File: src/common/uart_cmd_cfg.svh
`ifndef UART_CMD_CFG_SVH
`define UART_CMD_CFG_SVH

// clock cycles per serial bit, 4 or more
`define UART_CLKS_PER_BIT 16

// start + 8 data + parity + stop
`define UART_FRAME_BITS 11

// payload bits per frame
`define UART_DATA_BITS 8

// wait for reply start bit, 40 bit times
`define UART_RESP_TIMEOUT (40 * `UART_CLKS_PER_BIT)

`endif
File: src/common/uart_cmd_pkg.sv
package uart_cmd_pkg;

  typedef logic [7:0] uart_byte_t;

  typedef logic [6:0] reg_addr_t;

  // first frame is {rw, addr}, second is data
  typedef struct packed {
    logic       rw;
    reg_addr_t  addr;
    uart_byte_t data;
  } cmd_t;

  typedef struct packed {
    uart_byte_t data;
    logic       bad_frame;
    logic       timeout;
  } rd_resp_t;

  typedef enum logic [1:0] {
    IDLE,
    SEND_HI,
    SEND_LO,
    WAIT_RESP
  } ctrl_state_e;

endpackage

File: src/hdl/uart_cmd_bridge.sv
`timescale 1ns/1ps

module uart_cmd_bridge import uart_cmd_pkg::*; (
  input  logic     clk,
  input  logic     rst_n,
  input  cmd_t     cmd,
  input  logic     cmd_valid,
  output logic     cmd_ready,
  output logic     rd_valid,
  output rd_resp_t rd_resp,
  input  logic     rx,
  output logic     tx
);

  uart_byte_t tx_byte;
  logic       tx_valid;
  logic       tx_ready;
  uart_byte_t rx_byte;
  logic       rx_valid;
  logic       rx_bad;
  logic       rx_busy;

  uart_cmd_ctrl u_ctrl (
    .clk       (clk),
    .rst_n     (rst_n),
    .cmd       (cmd),
    .cmd_valid (cmd_valid),
    .cmd_ready (cmd_ready),
    .tx_byte   (tx_byte),
    .tx_valid  (tx_valid),
    .tx_ready  (tx_ready),
    .rx_byte   (rx_byte),
    .rx_valid  (rx_valid),
    .rx_bad    (rx_bad),
    .rx_busy   (rx_busy),
    .rd_valid  (rd_valid),
    .rd_resp   (rd_resp)
  );

  uart_tx u_tx (
    .clk      (clk),
    .rst_n    (rst_n),
    .tx_byte  (tx_byte),
    .tx_valid (tx_valid),
    .tx_ready (tx_ready),
    .tx       (tx)
  );

  uart_rx u_rx (
    .clk      (clk),
    .rst_n    (rst_n),
    .rx       (rx),
    .rx_byte  (rx_byte),
    .rx_valid (rx_valid),
    .rx_bad   (rx_bad),
    .rx_busy  (rx_busy)
  );

endmodule

File: src/hdl/uart_cmd_ctrl.sv
`timescale 1ns/1ps
`include "uart_cmd_cfg.svh"

module uart_cmd_ctrl import uart_cmd_pkg::*; (
  input  logic       clk,
  input  logic       rst_n,
  input  cmd_t       cmd,
  input  logic       cmd_valid,
  output logic       cmd_ready,
  output uart_byte_t tx_byte,
  output logic       tx_valid,
  input  logic       tx_ready,
  input  uart_byte_t rx_byte,
  input  logic       rx_valid,
  input  logic       rx_bad,
  input  logic       rx_busy,
  output logic       rd_valid,
  output rd_resp_t   rd_resp
);

  localparam int TO_W = $clog2(`UART_RESP_TIMEOUT + 1);
  localparam logic [TO_W-1:0] TO_LAST = TO_W'(`UART_RESP_TIMEOUT - 1);

  ctrl_state_e     state;
  cmd_t            cmd_q;
  logic            lo_sent;
  logic [TO_W-1:0] to_cnt;
  logic            take_cmd;
  logic            lo_done;
  logic            got_resp;
  logic            timed_out;

  assign cmd_ready = (state == IDLE);
  assign take_cmd  = cmd_valid & cmd_ready;

  assign tx_valid = (state == SEND_HI) | ((state == SEND_LO) & ~lo_sent);
  assign tx_byte  = (state == SEND_HI) ? {cmd_q.rw, cmd_q.addr} : cmd_q.data;

  // second frame has left once the serializer is free again
  assign lo_done = (state == SEND_LO) & lo_sent & tx_ready;

  // a reply frame wins over a timeout in the same cycle
  assign got_resp  = (state == WAIT_RESP) & rx_valid;
  assign timed_out = (state == WAIT_RESP) & ~rx_valid & ~rx_busy & (to_cnt == TO_LAST);

  always_ff @(posedge clk or negedge rst_n) begin
    if (!rst_n) begin
      state    <= IDLE;
      lo_sent  <= 1'b0;
      to_cnt   <= '0;
      rd_valid <= 1'b0;
    end else begin
      rd_valid <= got_resp | timed_out;
      case (state)
        IDLE: begin
          lo_sent <= 1'b0;
          if (take_cmd) begin
            state <= SEND_HI;
          end
        end
        SEND_HI: begin
          if (tx_ready) begin
            state <= SEND_LO;
          end
        end
        SEND_LO: begin
          if (!lo_sent && tx_ready) begin
            lo_sent <= 1'b1;
          end else if (lo_done) begin
            lo_sent <= 1'b0;
            to_cnt  <= '0;
            state   <= cmd_q.rw ? WAIT_RESP : IDLE;
          end
        end
        WAIT_RESP: begin
          if (got_resp || timed_out) begin
            state <= IDLE;
          end else if (!rx_busy) begin
            // paused while a reply frame is coming in
            to_cnt <= to_cnt + 1'b1;
          end
        end
        default: state <= IDLE;
      endcase
    end
  end

  always_ff @(posedge clk) begin
    if (take_cmd) begin
      cmd_q <= cmd;
    end
    if (got_resp) begin
      rd_resp <= '{data: rx_byte, bad_frame: rx_bad, timeout: 1'b0};
    end else if (timed_out) begin
      rd_resp <= '{data: '0, bad_frame: 1'b0, timeout: 1'b1};
    end
  end

endmodule

File: src/uart_rx/uart_rx.sv
`timescale 1ns/1ps
`include "uart_cmd_cfg.svh"

module uart_rx import uart_cmd_pkg::*; (
  input  logic       clk,
  input  logic       rst_n,
  input  logic       rx,
  output uart_byte_t rx_byte,
  output logic       rx_valid,
  output logic       rx_bad,
  output logic       rx_busy
);

  localparam int CNT_W = $clog2(`UART_CLKS_PER_BIT);
  localparam int IDX_W = $clog2(`UART_FRAME_BITS);
  localparam logic [CNT_W-1:0] HALF_LAST = CNT_W'(`UART_CLKS_PER_BIT / 2 - 1);
  localparam logic [CNT_W-1:0] BAUD_LAST = CNT_W'(`UART_CLKS_PER_BIT - 1);
  localparam logic [IDX_W-1:0] DATA_LAST = IDX_W'(`UART_DATA_BITS);
  localparam logic [IDX_W-1:0] PAR_IDX   = IDX_W'(`UART_DATA_BITS + 1);
  localparam logic [IDX_W-1:0] STOP_IDX  = IDX_W'(`UART_FRAME_BITS - 1);

  logic             rx_meta;
  logic             rx_s;
  logic             rx_s_d;
  logic             busy;
  logic [CNT_W-1:0] baud_cnt;
  logic [IDX_W-1:0] bit_idx;
  logic             start_edge;
  logic             mid_bit;
  logic             frame_end;
  uart_byte_t       data_sh;
  logic             par_bit;
  logic             stop_bit;

  // two-flop sync plus one more for the edge
  always_ff @(posedge clk or negedge rst_n) begin
    if (!rst_n) begin
      rx_meta <= 1'b1;
      rx_s    <= 1'b1;
      rx_s_d  <= 1'b1;
    end else begin
      rx_meta <= rx;
      rx_s    <= rx_meta;
      rx_s_d  <= rx_s;
    end
  end

  assign start_edge = ~busy & rx_s_d & ~rx_s;
  assign mid_bit    = busy & (baud_cnt == HALF_LAST);
  assign frame_end  = busy & (bit_idx == STOP_IDX) & (baud_cnt == BAUD_LAST);
  assign rx_busy    = busy;

  always_ff @(posedge clk or negedge rst_n) begin
    if (!rst_n) begin
      busy     <= 1'b0;
      baud_cnt <= '0;
      bit_idx  <= '0;
      rx_valid <= 1'b0;
    end else begin
      rx_valid <= frame_end;
      if (start_edge) begin
        busy     <= 1'b1;
        baud_cnt <= '0;
        bit_idx  <= '0;
      end else if (busy) begin
        // start bit high again at mid-bit means a glitch
        if (mid_bit && bit_idx == '0 && rx_s) begin
          busy <= 1'b0;
        end else if (frame_end) begin
          busy <= 1'b0;
        end
        if (baud_cnt == BAUD_LAST) begin
          baud_cnt <= '0;
          bit_idx  <= bit_idx + 1'b1;
        end else begin
          baud_cnt <= baud_cnt + 1'b1;
        end
      end
    end
  end

  always_ff @(posedge clk) begin
    if (mid_bit) begin
      if (bit_idx != '0 && bit_idx <= DATA_LAST) begin
        data_sh <= {rx_s, data_sh[7:1]};
      end else if (bit_idx == PAR_IDX) begin
        par_bit <= rx_s;
      end else if (bit_idx == STOP_IDX) begin
        stop_bit <= rx_s;
      end
    end
    if (frame_end) begin
      rx_byte <= data_sh;
      // odd parity means the xor over data and parity is one
      rx_bad  <= ~(^{data_sh, par_bit}) | ~stop_bit;
    end
  end

endmodule

File: src/uart_tx/uart_tx.sv
`timescale 1ns/1ps
`include "uart_cmd_cfg.svh"

module uart_tx import uart_cmd_pkg::*; (
  input  logic       clk,
  input  logic       rst_n,
  input  uart_byte_t tx_byte,
  input  logic       tx_valid,
  output logic       tx_ready,
  output logic       tx
);

  localparam int CNT_W = $clog2(`UART_CLKS_PER_BIT);
  localparam int IDX_W = $clog2(`UART_FRAME_BITS);
  localparam logic [CNT_W-1:0] BAUD_LAST = CNT_W'(`UART_CLKS_PER_BIT - 1);
  localparam logic [IDX_W-1:0] BIT_LAST  = IDX_W'(`UART_FRAME_BITS - 1);

  logic                        busy;
  logic [`UART_FRAME_BITS-1:0] shreg;
  logic [CNT_W-1:0]            baud_cnt;
  logic [IDX_W-1:0]            bit_cnt;
  logic                        accept;

  assign tx_ready = ~busy;
  assign accept   = tx_valid & ~busy;

  // line follows bit 0 of the shifter, idle shifts in ones
  assign tx = shreg[0];

  always_ff @(posedge clk or negedge rst_n) begin
    if (!rst_n) begin
      busy     <= 1'b0;
      shreg    <= '1;
      baud_cnt <= '0;
      bit_cnt  <= '0;
    end else if (accept) begin
      busy     <= 1'b1;
      // stop, odd parity, data lsb first, start
      shreg    <= {1'b1, ~^tx_byte, tx_byte, 1'b0};
      baud_cnt <= '0;
      bit_cnt  <= '0;
    end else if (busy) begin
      if (baud_cnt == BAUD_LAST) begin
        baud_cnt <= '0;
        shreg    <= {1'b1, shreg[`UART_FRAME_BITS-1:1]};
        if (bit_cnt == BIT_LAST) begin
          // stop bit done
          busy    <= 1'b0;
          bit_cnt <= '0;
        end else begin
          bit_cnt <= bit_cnt + 1'b1;
        end
      end else begin
        baud_cnt <= baud_cnt + 1'b1;
      end
    end
  end

endmodule

File: config.mk
export PLATFORM = sky130hd
export DESIGN_NAME = uart_cmd_bridge
export DESIGN_NICKNAME = d
export VERILOG_FILES = /design/src/common/uart_cmd_pkg.sv /design/src/hdl/uart_cmd_bridge.sv /design/src/hdl/uart_cmd_ctrl.sv /design/src/uart_rx/uart_rx.sv /design/src/uart_tx/uart_tx.sv
export VERILOG_INCLUDE_DIRS = /design/src /design/src/common
export SDC_FILE = /design/constraint.sdc
export NUM_CORES = 1
export LEC_CHECK = 0
export BUFFER_PORTS_ARGS = -buffer_cell sky130_fd_sc_hd__buf_2
export CAP_MARGIN = 20
export CORE_ASPECT_RATIO = 1.25
export CORE_MARGIN = 4
export CORE_UTILIZATION = 59
export CTS_CLUSTER_SIZE = 16
export DETAILED_ROUTE_END_ITERATION = 16
export MAX_ROUTING_LAYER = met4
export PLACE_DENSITY_LB_ADDON = 0.1
export SLEW_MARGIN = 30
export SYNTH_ARGS = -nofsm -noshare
export SYNTH_HDL_FRONTEND = slang
export SYNTH_HIERARCHICAL = 1
export SYNTH_SLANG_ARGS = --single-unit
File: constraint.sdc
create_clock -name clk -period 5.1 [get_ports clk]
set_input_delay 0.255 -clock clk [delete_from_list [all_inputs] [get_ports clk]]
set_output_delay 0.255 -clock clk [all_outputs]
set_load 0.01 [all_outputs]
==> flow_metrics.py <==
metrics = {
    "worst_setup_path": {
        "r2r_slack_ns": 2.66,
        "r2r_end": "u_tx/shreg[9]",
        "cp_slowest_cell": "nor2b_1",
        "crit_top_cell": "xnor2_1",
        "crit_family": "simple AND/OR/NAND/NOR gates",
        "reg2regPathDepth": 6,
        "critical_path_class": "reg -> reg",
        "path_max_fanout": 15,
        "worst-path-buf-inv": 0,
        "critical_path.cell_chain": "nor2b_1 -> mux2_2 -> xor2_1 -> xnor2_1 -> xnor2_1 -> o21ai_0",
        "reg2reg_from": "u_ctrl/state[0]",
        "start_kind": "flip-flop",
        "worst_ep_required_time_ns": 5.37,
        "critical_path.max_stage_delay_ns": 0.70,
        "worstPathArrival_ns": 2.71,
        "cp-end-kind": "flip-flop",
        "path_depth": 6,
    },
    "cells_and_area": {
        "fin_nets": 404,
        "final_cell_mix": "44 x edfxtp_1, 38 x nand2_1, 33 x dfrtp_1",
        "layout-drive-gt1-share_pct": 21.3,
        "syn2layout_area_growth_pct": 10.8,
        "num_antenna_cells": 0,
        "final_common_cell": "edfxtp_1",
    },
    "floorplanning": {
        "die_w_um": 83.2,
        "boundaryPins": 33,
        "start_util_pct": 60.1,
        "die_h_um": 102,
        "fp.coreArea_sq_um": 6930,
        "row_count": 34,
        "dieArea_sq_um": 8480,
    },
    "clocking": {
        "cts_buffer_depth": 2,
        "ctsResizeCount": 0,
        "root_buffer": "clkbuf_8",
        "path_clk_slew_ns": 0.09,
        "clk_latency_ns": 0.35,
        "cts_tree": "built",
        "cts_buffers": 9,
        "cts_sinks": 91,
        "htreeDepth": 3,
    },
    "sta": {
        "clock_skew_ns": 0.00900,
        "finalMaxSlewViolations": 0,
        "maxSlewHeadroom_pct": 40.3,
        "worstMarginPinSlew_ns": 0.892,
        "rsz0062_at_grt": "no",
        "fin_tns_setup_ns": 0,
        "period_needed_ns": 2.44,
        "post-route-period-util_pct": 47.9,
        "finalHoldViolations": 0,
        "max_freq_ghz": 0.409,
        "setup_violations": 0,
    },
    "power": {
        "ir_drop_uv": 252,
        "p_leak_nw": 1.94,
        "p_total_mw": 2.12,
        "powerDensity_nw_per_um2": 458,
    },
    "route": {
        "finalWirelength_um": 6830,
        "drc": 0,
        "wire_per_inst_um": 14.5,
        "via_per_inst": 5.70,
        "firstDrtPassIters": 4,
        "vias": 2681,
        "drt_iter0_drc": 149,
        "drtAntennaViolNets": 0,
    },
    "job": {
        "max_cap_viol_count": 0,
    },
    "logic_synthesis": {
        "yosysSeqAreaShare_pct": 60.2,
        "synth_edf_count": 44,
        "synthTopCellsByArea": "edfxtp_1 32%, dfrtp_1 20%, dfstp_2 8.2%",
        "postSynthAreaPerCell_sq_um": 12.1,
        "ys_types": 61,
        "synth_warnings": 6,
        "synth_seq_cells": 91,
        "synth_cells": 344,
        "synth_area_leader_cell": "edfxtp_1",
        "synthArstFlopShare_pct": 50.5,
        "synth_area_sq_um": 4170,
        "synthFlopType": "edfxtp_1",
        "synth_nets": 373,
        "yosysTopAreaCellShare_pct": 31.7,
    },
    "min_path": {
        "holdPathStages": 1,
        "holdPathEnd": "u_ctrl/cmd_q[10]",
        "min_from": "cmd[10]",
        "hold_path.class": "in -> reg",
    },
    "placed_design": {
        "io_buffers": 32,
        "hpwlAfterDp_um": 4490,
        "place_congestion": 0.822,
    },
    "global_routing": {
        "grt_antenna_before_repair": 0,
        "grt_pass1_vias": 2550,
        "grt_overflow_total": 0,
        "grt_pass1_wl_um": 12000,
        "grt_start_max_net_pins": 47,
        "track_usage_pct": 18.2,
    },
    "outcome": {
        "status": "complete, no violations",
    },
}
cells in the mapped netlist, types with 4 or more instances:
library cell	number
nand2_1	38
a22o_1	7
and3_1	9
a21o_1	5
nand3_1	17
o21ai_0	15
clkbuf_1	7
nor3_1	7
nand4_1	4
mux2_2	9
dfrtp_1	33
a31oi_1	12
a21oi_1	13
inv_1	10
dfstp_2	13
nor2b_1	5
nor3b_1	4
edfxtp_1	44
ha_1	9
nor2_1	15
xnor2_1	10
per-stage QoR:
stage / instance area (sq um) / setup WS [ns] / cells / hold WS (ns) / util, %
floorplan: 4170 / 2.73 / 344 / -0.0406 / -
global placement: 4360 / 2.82 / 452 / 0.347 / 62.9
detailed placement: 4370 / 2.69 / 452 / 0.297 / 63.0
CTS: 4620 / 2.64 / 470 / 0.0515 / 66.6
global route: 4620 / 2.45 / 470 / 0.0530 / 66.6
finish: 4620 / 2.66 / 470 / 0.0721 / 66.6
worst register-to-register path, cell delays in order, from the launching register on:
cell and delay, ns:
dfrtp_1 0.62, nor2b_1 0.71, mux2_2 0.44, xor2_1 0.17, xnor2_1 0.20, xnor2_1 0.09
o21ai_0 0.14
layer usage:
layer	part of all wire, %	global-route usage [%]	routed length (um)
met1	48	23.7	3290
met4	0.81	6.42	55
met5	0	-	0
met3	4.1	3.87	278
met2	47	28.6	3200
cell type report:
class	count	area (sq um)
Clock inverter	7	100
Fill cell	528	2320
Tap cell	90	113
Inverter	10	37.5
Multi-Input combinational cell	229	1550
Clock buffer	9	124
Sequential cell	91	2510
Timing Repair Buffer	34	183
how the worst max path moves through the flow:
stage	from	end	slack, ns
floorplan	u_ctrl/state[1]	u_ctrl/state[0]	2.73
global placement	u_ctrl/state[0]	u_tx/shreg[9]	2.82
detailed placement	u_ctrl/state[0]	u_tx/shreg[9]	2.69
CTS	u_ctrl/state[0]	u_tx/shreg[9]	2.64
global route	u_ctrl/state[0]	u_tx/shreg[9]	2.45
finish	u_ctrl/state[0]	u_tx/shreg[9]	2.66
power by group:
group / internal (mW) / leakage [nW] / switching, mW
registers: 0.922 / 0.979 / 0.147
clock network: 0.280 / 0.109 / 0.258
logic: 0.250 / 0.849 / 0.259
flip-flops by register name, indices dropped and copies added (netlist names), 2 cells and up:
signal,count
u_rx/bit_idx,4
u_tx/baud_cnt,4
u_tx/shreg,10
u_rx/data_sh,8
u_tx/bit_cnt,4
u_ctrl/cmd_q,16
u_rx/rx_byte,8
u_ctrl/to_cnt,10
u_ctrl/state,2
u_ctrl/rd_resp,10
u_rx/baud_cnt,4
what timing repair did:
item	CTS	global route
buffers inserted	0	0
hold buffers	2	0
endpoints found under the setup margin	0	0
hold endpoints to repair	34	0
cells by family after synthesis:
| group | share of synthesized area (%) |
|---|---|
| AO/OA/AOI/OAI | 10.6 |
| XOR/XNOR | 3.81 |
| adder cells (fa/ha/maj) | 2.70 |
| buffers and inverters | 2.82 |
| flip-flops | 60.2 |
| multiplexers | 3.51 |
| AND/OR/NAND/NOR | 16.3 |
No activity file was read; power rests on OpenSTA's default activity.
